==> src/demod_params.svh <==
`ifndef DEMOD_PARAMS_SVH
`define DEMOD_PARAMS_SVH

// width of every I and Q sample
// ADC inputs, mixer outputs and baseband outputs all share it
`define DEMOD_W 5

// running sum of the moving average
// four taps of DEMOD_W need two more bits
`define DEMOD_ACC_W 7

// log2 of the moving-average length
// the filter divides by this shift
`define DEMOD_TAPS_LOG2 2

`endif

==> src/demod_pkg.sv <==
`default_nettype none

package demod_pkg;

	// phase of the fs/4 oscillator
	// one step of 90 degrees per ADC sample
	typedef enum logic [1:0]
	{
		PH_0   = 2'd0,
		PH_90  = 2'd1,
		PH_180 = 2'd2,
		PH_270 = 2'd3
	} nco_quadrant_t;

	// value of cosine or sine at a quadrant point
	// only 0, +1 and -1 occur at fs/4
	// encoded as a two-bit two's complement number
	typedef enum logic [1:0]
	{
		TRIG_ZERO = 2'b00, // 0
		TRIG_POS  = 2'b01, // +1
		TRIG_NEG  = 2'b11  // -1
	} trig_code_t;

	// code 2'b10 is never produced by the oscillator

	// phase    cos        sin
	// PH_0     TRIG_POS   TRIG_ZERO
	// PH_90    TRIG_ZERO  TRIG_POS
	// PH_180   TRIG_NEG   TRIG_ZERO
	// PH_270   TRIG_ZERO  TRIG_NEG

endpackage

`default_nettype wire

==> src/complex_mixer.sv <==
`default_nettype none
`include "demod_params.svh"

module complex_mixer (
	input  wire logic                        clk,
	input  wire logic                        reset,
	input  wire logic                        adc_rdy,
	input  wire logic signed [`DEMOD_W-1:0]  i_if,
	input  wire logic signed [`DEMOD_W-1:0]  q_if,
	input  wire demod_pkg::trig_code_t       cos_code,
	input  wire demod_pkg::trig_code_t       sin_code,
	output logic signed [`DEMOD_W-1:0]       i_mix,
	output logic signed [`DEMOD_W-1:0]       q_mix,
	output logic                             mix_rdy
);
	import demod_pkg::*;

	localparam int W = `DEMOD_W;

	// extremes of a W-bit signed sample
	localparam logic signed [W-1:0] S_MIN = {1'b1, {(W-1){1'b0}}};
	localparam logic signed [W-1:0] S_MAX = {1'b0, {(W-1){1'b1}}};

	logic signed [W-1:0] i_sel;   // rail routed to the I output
	logic signed [W-1:0] q_sel;   // rail routed to the Q output
	logic                i_neg;
	logic                q_neg;

	// two's complement negate
	// -16 has no positive twin and clips to +15
	function automatic logic signed [W-1:0] sat_negate(input logic signed [W-1:0] x);
		if (x == S_MIN)
			return S_MAX;
		return -x;
	endfunction

	// multiply by +1 or -1
	function automatic logic signed [W-1:0] apply_sign(
		input logic signed [W-1:0] x,
		input logic                neg
	);
		if (neg)
			return sat_negate(x);
		return x;
	endfunction

	// (I + jQ)(cos - j sin)
	//   I out = I*cos + Q*sin
	//   Q out = Q*cos - I*sin
	// exactly one of cos and sin is nonzero, so each output is one rail
	always_comb
	begin
		if (cos_code != TRIG_ZERO)
		begin
			// PH_0 and PH_180, rails stay in place
			i_sel = i_if;
			q_sel = q_if;
			i_neg = (cos_code == TRIG_NEG);
			q_neg = (cos_code == TRIG_NEG);
		end
		else
		begin
			// PH_90 and PH_270, rails swap
			i_sel = q_if;
			q_sel = i_if;
			i_neg = (sin_code == TRIG_NEG);
			q_neg = (sin_code == TRIG_POS); // the -I*sin term
		end
	end

	always_ff @(posedge clk)
	begin
		if (reset)
			mix_rdy <= 1'b0;
		else
			mix_rdy <= adc_rdy;
	end

	// samples only move on a strobe and hold otherwise
	always_ff @(posedge clk)
	begin
		if (adc_rdy)
		begin
			i_mix <= apply_sign(i_sel, i_neg);
			q_mix <= apply_sign(q_sel, q_neg);
		end
	end

endmodule

`default_nettype wire

==> src/demod.sv <==
`default_nettype none
`include "demod_params.svh"

// fs/4 downconverter
//   adc_rdy   -> mixer registers  -> mix_rdy
//   mix_rdy   -> filter registers -> demod_rdy
// two cycles from sample in to baseband out
module demod (
	input  wire logic                        clk,
	input  wire logic                        reset,
	input  wire logic                        adc_rdy,
	input  wire logic signed [`DEMOD_W-1:0]  i_if,
	input  wire logic signed [`DEMOD_W-1:0]  q_if,
	output logic signed [`DEMOD_W-1:0]       i_bb,
	output logic signed [`DEMOD_W-1:0]       q_bb,
	output logic                             demod_rdy
);
	import demod_pkg::*;

	nco_quadrant_t quadrant;   // phase used for the sample at the input now
	trig_code_t    cos_code;
	trig_code_t    sin_code;

	logic signed [`DEMOD_W-1:0] i_mix;  // rotated sample
	logic signed [`DEMOD_W-1:0] q_mix;
	logic                       mix_rdy;

	// quarter-rate local oscillator
	quadrant_nco u_nco (
		.clk      (clk),
		.reset    (reset),
		.adc_rdy  (adc_rdy),
		.quadrant (quadrant),
		.cos_code (cos_code),
		.sin_code (sin_code)
	);

	// rotation by -90 degrees per sample
	complex_mixer u_mixer (
		.clk      (clk),
		.reset    (reset),
		.adc_rdy  (adc_rdy),
		.i_if     (i_if),
		.q_if     (q_if),
		.cos_code (cos_code),
		.sin_code (sin_code),
		.i_mix    (i_mix),
		.q_mix    (q_mix),
		.mix_rdy  (mix_rdy)
	);

	// image rejection, four-tap average
	moving_avg_lpf u_lpf (
		.clk       (clk),
		.reset     (reset),
		.mix_rdy   (mix_rdy),
		.i_mix     (i_mix),
		.q_mix     (q_mix),
		.i_bb      (i_bb),
		.q_bb      (q_bb),
		.demod_rdy (demod_rdy)
	);

endmodule

`default_nettype wire

==> src/moving_avg_lpf.sv <==
`default_nettype none
`include "demod_params.svh"

module moving_avg_lpf (
	input  wire logic                        clk,
	input  wire logic                        reset,
	input  wire logic                        mix_rdy,
	input  wire logic signed [`DEMOD_W-1:0]  i_mix,
	input  wire logic signed [`DEMOD_W-1:0]  q_mix,
	output logic signed [`DEMOD_W-1:0]       i_bb,
	output logic signed [`DEMOD_W-1:0]       q_bb,
	output logic                             demod_rdy
);

	localparam int W     = `DEMOD_W;
	localparam int ACC_W = `DEMOD_ACC_W;
	localparam int SHIFT = `DEMOD_TAPS_LOG2;
	localparam int TAPS  = 1 << SHIFT;
	localparam int HIST  = TAPS - 1;   // older samples kept per rail
	localparam int RAILS = 2;

	// rail 0 is I and rail 1 is Q
	logic signed [W-1:0] rail_in  [RAILS];
	logic signed [W-1:0] rail_out [RAILS];

	assign rail_in[0] = i_mix;
	assign rail_in[1] = q_mix;

	// same filter on both rails
	for (genvar r = 0; r < RAILS; r++)
	begin : g_rail
		logic signed [W-1:0]     hist [HIST];  // hist[0] newest
		logic signed [ACC_W-1:0] sum;          // sum of the samples in hist
		logic signed [ACC_W-1:0] sum_next;
		logic signed [ACC_W-1:0] new_ext;
		logic signed [ACC_W-1:0] old_ext;
		logic signed [ACC_W-1:0] quarter;
		logic signed [W-1:0]     avg_q;

		assign new_ext = ACC_W'(rail_in[r]);
		assign old_ext = ACC_W'(hist[HIST-1]);

		// the sample dropping out of the window is the oldest in history
		always_comb
		begin
			sum_next = sum + new_ext - old_ext;
			quarter  = (sum + new_ext) >>> SHIFT;  // floor of the four-tap sum / TAPS
		end

		always_ff @(posedge clk)
		begin
			if (reset)
			begin
				for (int k = 0; k < HIST; k++)
					hist[k] <= '0;
				sum   <= '0;
				avg_q <= '0;
			end
			else if (mix_rdy)
			begin
				hist[0] <= rail_in[r];
				for (int k = 1; k < HIST; k++)
					hist[k] <= hist[k-1];
				sum   <= sum_next;
				avg_q <= quarter[W-1:0];  // average of W-bit samples fits in W bits
			end
		end

		assign rail_out[r] = avg_q;
	end

	assign i_bb = rail_out[0];
	assign q_bb = rail_out[1];

	// output strobe, one cycle behind the mixer strobe
	always_ff @(posedge clk)
	begin
		if (reset)
			demod_rdy <= 1'b0;
		else
			demod_rdy <= mix_rdy;
	end

endmodule

`default_nettype wire

==> src/quadrant_nco.sv <==
`default_nettype none

module quadrant_nco (
	input  wire logic                clk,
	input  wire logic                reset,
	input  wire logic                adc_rdy,
	output demod_pkg::nco_quadrant_t quadrant,
	output demod_pkg::trig_code_t    cos_code,
	output demod_pkg::trig_code_t    sin_code
);
	import demod_pkg::*;

	nco_quadrant_t quadrant_next;

	// quarter-rate phase accumulator, wraps after PH_270
	always_comb
	begin
		case (quadrant)
			PH_0:    quadrant_next = PH_90;
			PH_90:   quadrant_next = PH_180;
			PH_180:  quadrant_next = PH_270;
			PH_270:  quadrant_next = PH_0;
			default: quadrant_next = PH_0;
		endcase
	end

	// phase moves on after the sample that used it
	always_ff @(posedge clk)
	begin
		if (reset)
			quadrant <= PH_0;
		else if (adc_rdy)
			quadrant <= quadrant_next;
	end

	// cos and sin lookup for the current phase
	always_comb
	begin
		case (quadrant)
			PH_0:
			begin
				cos_code = TRIG_POS;
				sin_code = TRIG_ZERO;
			end
			PH_90:
			begin
				cos_code = TRIG_ZERO;
				sin_code = TRIG_POS;
			end
			PH_180:
			begin
				cos_code = TRIG_NEG;
				sin_code = TRIG_ZERO;
			end
			default: // PH_270
			begin
				cos_code = TRIG_ZERO;
				sin_code = TRIG_NEG;
			end
		endcase
	end

endmodule

`default_nettype wire
==> config.mk <==
export PLATFORM = sky130hd
export DESIGN_NAME = demod
export DESIGN_NICKNAME = d
export VERILOG_FILES = /design/src/demod_pkg.sv /design/src/complex_mixer.sv /design/src/demod.sv /design/src/moving_avg_lpf.sv /design/src/quadrant_nco.sv
export VERILOG_INCLUDE_DIRS = /design/src /design/src/src
export SDC_FILE = /design/constraint.sdc
export NUM_CORES = 1
export LEC_CHECK = 0
export ABC_CLOCK_PERIOD_IN_PS = 3400
export BUFFER_PORTS_ARGS = -buffer_cell sky130_fd_sc_hd__buf_4
export CORE_MARGIN = 5
export CORE_UTILIZATION = 25
export DETAILED_ROUTE_END_ITERATION = 8
export SLEW_MARGIN = 0
export SYNTH_ARGS = -nofsm -noshare
export SYNTH_HDL_FRONTEND = slang
export SYNTH_HIERARCHICAL = 1
export SYNTH_SLANG_ARGS = --single-unit
==> constraint.sdc <==
create_clock -name clk -period 3.4 [get_ports clk]
set_clock_uncertainty 0.05 [all_clocks]
set_input_delay 0.17 -clock clk [delete_from_list [all_inputs] [get_ports clk]]
set_output_delay 0.17 -clock clk [all_outputs]
set_load 0.05 [all_outputs]
==> flow_summary.json, run 1 <==
{
  "yosys.area_share.adder_pct": 11.8,
  "syn_inst": 346,
  "p_int_w": 0.00194,
  "ys_warn_count": 6,
  "fin_crit_ns": 2.88,
  "rsz0062_at_grt": "false",
  "vias": 2555,
  "antenna_found_initial": 0,
  "wire_per_inst_um": 12.9,
  "worstHoldPathType": "input port to register",
  "core_area_mm2": 0.0151,
  "numClockSinks": 68,
  "sequentialPowerShare_pct": 36.0,
  "ant_nets": 0,
  "ys_seq_elements": 68,
  "io_pins": 24,
  "grt_pass1_vias": 2554,
  "clk_pin_slew_ns": 0.05,
  "synth_cell_types": 50,
  "synthXorXnorAreaFrac_pct": 4.48,
  "seq_area_mm2": 0.00176,
  "cts_buffers": 9,
  "cts_root_buffer": "clkbuf_16",
  "synth_compound_area_share_pct": 15.1,
  "crit_start": "u_mixer/q_mix[0]",
  "grt_max_degree": 31,
  "drc": 0,
  "multiInputGateArea_mm2": 0.00193,
  "place.gp.congestion": 0.833,
  "slew_headroom_pct": 61.9,
  "drtIter0Drc": 132,
  "avgSynthCellArea_um2": 11.1,
  "synth_edf_count": 40,
  "hpwlAfterDp_um": 5220,
  "drive_gt1_share_pct": 16.9,
  "outcome": "finished clean",
  "power_frac_clock_pct": 31.6,
  "fp.dieH_um": 134,
  "cts_max_path_buffers": 2,
  "cp-end-kind": "register",
  "powerDensity_mw_per_mm2": 627,
  "switching_share_pct": 31.4,
  "fin_cells": 566,
  "setup-violations-final": 0,
  "min_from": "adc_rdy",
  "setup_tns_ns": 0,
  "num_rows": 45,
  "grt_pass1_wl_um": 12600,
  "die-area_mm2": 0.0180,
  "wirelength_um": 7320,
  "async_reset_ff_share_pct": 0,
  "start_util_pct": 25.4,
  "placed_cells_incl_taps": 550,
  "regToRegStartpoint": "u_mixer/q_mix[0]",
  "htreeDepth": 3,
  "hold_viol": 0,
  "criticalPathCategory": "register to register",
  "fin_crit_sh_pct": 84.8,
  "pre_cts_slack_ns": 0.521,
  "p_switching_w": 0.000888,
  "via_per_inst": 4.51,
  "antenna_cells": 0,
  "postCtsSetupBuffers": 0,
  "synth-seq-area-share_pct": 45.7,
  "cts_tree": "yes",
  "critPathLaunchType": "register",
  "fin_util_pct": 29.8,
  "grt_use_total_pct": 8.69,
  "ys.flop_type": "edfxtp_1",
  "p_comb_share_pct": 32.3,
  "clk_latency_ns": 0.33,
  "cts_hold_buf": 0,
  "die_w_um": 134,
  "drv_cap": 0,
  "synth_mux_area_share_pct": 6.40,
  "first_pass_iters": 4,
  "slew_viol_final": 0,
  "cp_data_arrival_time_ns": 3.07,
  "fin_hold_ws_ns": 0.155,
  "fmax_ghz": 0.347,
  "cp.required_ns": 3.59,
  "overflow": 0,
  "nNetsFinal": 420,
  "worstMarginPinSlew_ns": 0.571,
  "p_leak_nw": 1.82,
  "fillCellCount": 1519,
  "vdd.ir_drop.worst_mv": 0.247,
  "post_cts_resized": 0,
  "setup_slack_ns": 0.518,
  "syn_area_mm2": 0.00385,
  "syn-num-nets": 393,
  "numPortBuffers": 23,
  "path_max_fanout": 3,
  "syn_to_final_growth_pct": 17.3,
  "synth_top_family_by_area": "compound AO/OA/AOI/OAI gates",
  "synth-simple-area-share_pct": 12.3
}
routing by layer:
layer	up-vias	track usage (%)	wire (µm)
met5	-	0	0
met4	0	3.90	153
met3	11	2.55	314
met2	36	12.7	3170
met1	1210	11.8	3690
li1	1298	-	-
power by group through the flow:
stage | Combinational (W) | Clock [W] | Sequential [W]
floorplan | 0.000696 | 0 | 0.00107
global placement | 0.000894 | 0 | 0.00104
detailed placement | 0.000912 | 0 | 0.00104
CTS | 0.000923 | 0.000925 | 0.00102
global route | 0.00103 | 0.000962 | 0.00103
finish | 0.000916 | 0.000896 | 0.00102
critical path: stages (launching register included):
cell and delay, ns:
edfxtp_1 0.40, ha_1 0.25, fa_1 0.44, a211oi_2 0.32, o21a_1 0.21, ha_1 0.27
o21ai_0 0.09, o21bai_1 0.08, a21oi_1 0.21, xnor2_1 0.16, xnor2_1 0.08, a211oi_1 0.23
flip-flops by register name (all words and copies together) (netlist names):
register           flops
u_mixer/mix_rdy        1
u_lpf/demod_rdy        1
u_mixer/i_mix          5
u_mixer/q_mix          5
u_lpf/g_rail.sum      14
u_lpf/q_bb             5
u_lpf/g_rail.hist     30
u_nco/quadrant         2
u_lpf/i_bb             5
layout make-up:
| cell class | instances | area share, % |
|---|---|---|
| multi-input cells | 242 | 42.8 |
| flip-flops and latches | 68 | 39.0 |
| well taps | 188 | 5.21 |
| clock buffers | 10 | 5.07 |
| repair buffers | 28 | 4.66 |
| inverters | 24 | 2.00 |
| clock inverters | 6 | 1.22 |
cells in the final DEF, fill, tap and decap left out, types with 9 or more instances in the layout:
master,n
edfxtp_1,40
and2_1,33
nor2_1,30
ha_1,30
buf_4,28
dfxtp_1,28
inv_1,24
mux2i_1,19
xnor2_1,14
a211oi_1,13
o21ai_0,11
a21oi_1,10
clkbuf_16,9
path summary, 6_finish.rpt:
path | to | slack [ns] | cells past startpoint
max | u_lpf/g_rail[1].sum[6] | 0.52 | 11
min | u_nco/quadrant[0] | 0.16 | 2
max reg2reg | u_lpf/g_rail[1].sum[6] | 0.52 | 11
min reg2reg | u_lpf/i_bb[3] | 0.43 | 1
kinds of logic (layout without fill, tap and decap cells):
| family | after synthesis | in the layout |
|---|---|---|
| AND/OR/NAND/NOR | 89 | 89 |
| AO/OA/AOI/OAI | 77 | 77 |
| flip-flops | 68 | 68 |
| buffers and inverters | 36 | 68 |
| adder cells (fa/ha/maj) | 34 | 34 |
| multiplexers | 24 | 24 |
| XOR/XNOR | 18 | 18 |
synthesized netlist by cell type, types with 4 or more instances:
library cell / count / area [µm²]
a211oi_1: 13 / 97.6
a21o_1: 4 / 30.0
a21oi_1: 10 / 50.1
a22o_1: 4 / 35.0
and2_1: 33 / 206
clkbuf_1: 5 / 18.8
dfxtp_1: 28 / 561
edfxtp_1: 40 / 1200
fa_1: 4 / 80.1
ha_1: 30 / 375
inv_1: 24 / 90.1
mux2_2: 5 / 56.3
mux2i_1: 19 / 190
nand2_1: 5 / 18.8
nor2_1: 30 / 113
nor2b_1: 4 / 25.0
o21a_1: 4 / 30.0
o21ai_0: 11 / 55.1
o21bai_1: 5 / 37.5
xnor2_1: 14 / 123
stage by stage:
step,power [W],area (µm²)
after CTS,0.00287,4520
after detailed placement,0.00195,4230
final,0.00283,4520
after floorplan,0.00177,3850
after global placement,0.00193,4230
after global routing,0.00302,4520
No activity file was read; power rests on OpenSTA's default activity.
==> inputs of run 2 (changes only) <==
--- a/config.mk
+++ b/config.mk
@@ -6,7 +6,7 @@
 export SDC_FILE = /design/constraint.sdc
 export NUM_CORES = 1
 export LEC_CHECK = 0
-export ABC_CLOCK_PERIOD_IN_PS = 3400
+export ABC_CLOCK_PERIOD_IN_PS = 2900
 export BUFFER_PORTS_ARGS = -buffer_cell sky130_fd_sc_hd__buf_4
 export CORE_MARGIN = 5
 export CORE_UTILIZATION = 25
==> constraint.sdc (replaced) <==
create_clock -name clk -period 2.9 [get_ports clk]
set_clock_uncertainty 0.05 [all_clocks]
set_input_delay 0.145 -clock clk [delete_from_list [all_inputs] [get_ports clk]]
set_output_delay 0.145 -clock clk [all_outputs]
set_load 0.05 [all_outputs]
==> run 2 against run 1 <==
Net effect: combinational power up 26%; sequential share of layout area down 0.68 points; total power up 19%; hold slack worse by 0.039 ns; largest power group unchanged; largest cell class unchanged; register-to-register slack worse by 0.37 ns; core utilization up 0.53 points; clock power up 15%.
==> flow_summary.json, run 2 (same netlist as run 1, synthesis figures left out) <==
{
  "vias": 2583,
  "drtIter0Drc": 137,
  "hold_viol": 0,
  "antenna_cells": 0,
  "numPortBuffers": 23,
  "vdd.ir_drop.worst_mv": 0.307,
  "finalPower_w": 0.00338,
  "layout_common_cells": "edfxtp_1 (40), and2_1 (33), nor2_1 (29)",
  "setup-violations-final": 0,
  "htreeDepth": 3,
  "antenna_found_initial": 0,
  "largest_reg_flops": 30,
  "die-area_mm2": 0.0180,
  "cts_max_path_buffers": 2,
  "setup_tns_ns": 0,
  "grt_max_degree": 31,
  "cts_tree": "yes",
  "cts_root_buffer": "clkbuf_16",
  "io_pins": 24,
  "numClockSinks": 68,
  "cts_buffers": 9,
  "outcome": "finished clean",
  "fmax_ghz": 0.363,
  "regToRegStartpoint": "u_mixer/i_mix[0]",
  "cp.required_ns": 3.10,
  "p_leak_nw": 1.82,
  "grt_pass1_vias": 2600,
  "nNetsFinal": 421,
  "drc": 0,
  "drv_cap": 0,
  "hpwlAfterDp_um": 5330,
  "drive_gt1_share_pct": 21.1,
  "num_rows": 45,
  "fin_crit_sh_pct": 94.9,
  "place.gp.congestion": 0.813,
  "grt_use_total_pct": 8.79,
  "wirelength_um": 7530,
  "overflow": 0,
  "crit_start": "u_mixer/i_mix[0]",
  "grt_pass1_wl_um": 12700,
  "timing.rr.end": "u_lpf/g_rail[0].sum[6]",
  "start_util_pct": 25.4,
  "slew_viol_final": 0,
  "reg_top3": "u_lpf/g_rail.hist x30, u_lpf/g_rail.sum x14",
  "fp.dieH_um": 134,
  "cts_hold_buf": 0,
  "powerDensity_mw_per_mm2": 735,
  "criticalPathCategory": "register to register",
  "clk_latency_ns": 0.33,
  "crit_end": "u_lpf/g_rail[0].sum[6]",
  "final_common_cell": "edfxtp_1",
  "reg2reg_depth": 10,
  "worstMarginPinSlew_ns": 1.17,
  "ant_nets": 0,
  "cp_data_arrival_time_ns": 2.95,
  "clk_pin_slew_ns": 0.06,
  "first_pass_iters": 4,
  "slew_headroom_pct": 22.1,
  "r2r_setup_slack_ns": 0.15,
  "path_max_fanout": 4,
  "top_register": "u_lpf/g_rail.hist",
  "via_per_inst": 4.56,
  "cp-end-kind": "register",
  "syn_to_final_growth_pct": 19.3,
  "wire_per_inst_um": 13.3,
  "die_w_um": 134,
  "worstHoldPathType": "input port to register",
  "fin_crit_ns": 2.75,
  "core_area_mm2": 0.0151,
  "critPathLaunchType": "register"
}
-- run 2: how the worst min path moves through the flow --
stage | end | slack (ns) | cells past startpoint | from
after global routing | u_mixer/q_mix[0] | 0.12 | 1 | adc_rdy
after CTS | u_mixer/q_mix[0] | 0.12 | 1 | adc_rdy
after detailed placement | u_lpf/i_bb[3] | 0.43 | 1 | u_lpf/i_bb[3]
final | u_nco/quadrant[0] | 0.12 | 2 | adc_rdy
after global placement | u_lpf/g_rail[1].sum[5] | 0.41 | 1 | u_lpf/g_rail[1].sum[5]
after floorplan | u_mixer/mix_rdy | 0.17 | 1 | reset
-- run 2: through the flow --
stage | cells | cell area, µm² | hold slack (ns) | setup WS [ns] | utilization, %
finish | 567 | 4600 | 0.116 | 0.148 | 30.3
global route | 567 | 4600 | 0.120 | -0.00321 | 30.3
CTS | 566 | 4530 | 0.118 | 0.0481 | 29.9
detailed placement | 550 | 4230 | 0.427 | 0.0553 | 27.9
global placement | 550 | 4230 | 0.413 | 0.0688 | 27.9
floorplan | 346 | 3850 | 0.167 | 0.328 | -
-- run 2: cell type report --
| type | count | area [µm²] |
|---|---|---|
| inverters | 24 | 90.1 |
| clock buffers | 10 | 239 |
| repair buffers | 29 | 221 |
| well taps | 188 | 235 |
| clock inverters | 6 | 46.3 |
| fillers | 1512 | 10600 |
| multi-input cells | 242 | 2000 |
| flip-flops and latches | 68 | 1760 |
-- run 2: repair_timing --
action | 4_1_cts | 5_1_grt
gates resized for setup | 2 | 13
setup buffers | 0 | 1
pin swaps | 1 | 3
endpoints found under the setup margin | 1 | 6
-- run 2: worst max-delay path: stages (launching register included) --
cell      delay, ns
edfxtp_1       0.40
ha_1           0.25
fa_2           0.40
xor2_2         0.20
ha_1           0.37
a211oi_2       0.26
o21bai_1       0.11
a21oi_1        0.18
xnor2_1        0.16
xnor2_1        0.10
a211oi_2       0.20
-- run 2: where the power goes --
part | total, W | internal [W] | leakage (nW) | switching (W)
Combinational | 0.00115 | 0.000533 | 1.04 | 0.000620
Clock | 0.00103 | 0.000607 | 0.135 | 0.000426
Sequential | 0.00119 | 0.00113 | 0.648 | 0.0000614
Total | 0.00338 | 0.00227 | 1.82 | 0.00111
-- run 2: per-layer routing --
layer  vias to the layer above  routed length, µm  track usage [%]
li1                       1304                  -                -
met1                      1229               3790             11.8
met2                        37               3300             13.3
met3                        13                258             1.84
met4                         0                180             4.75
met5                         -                  0                0
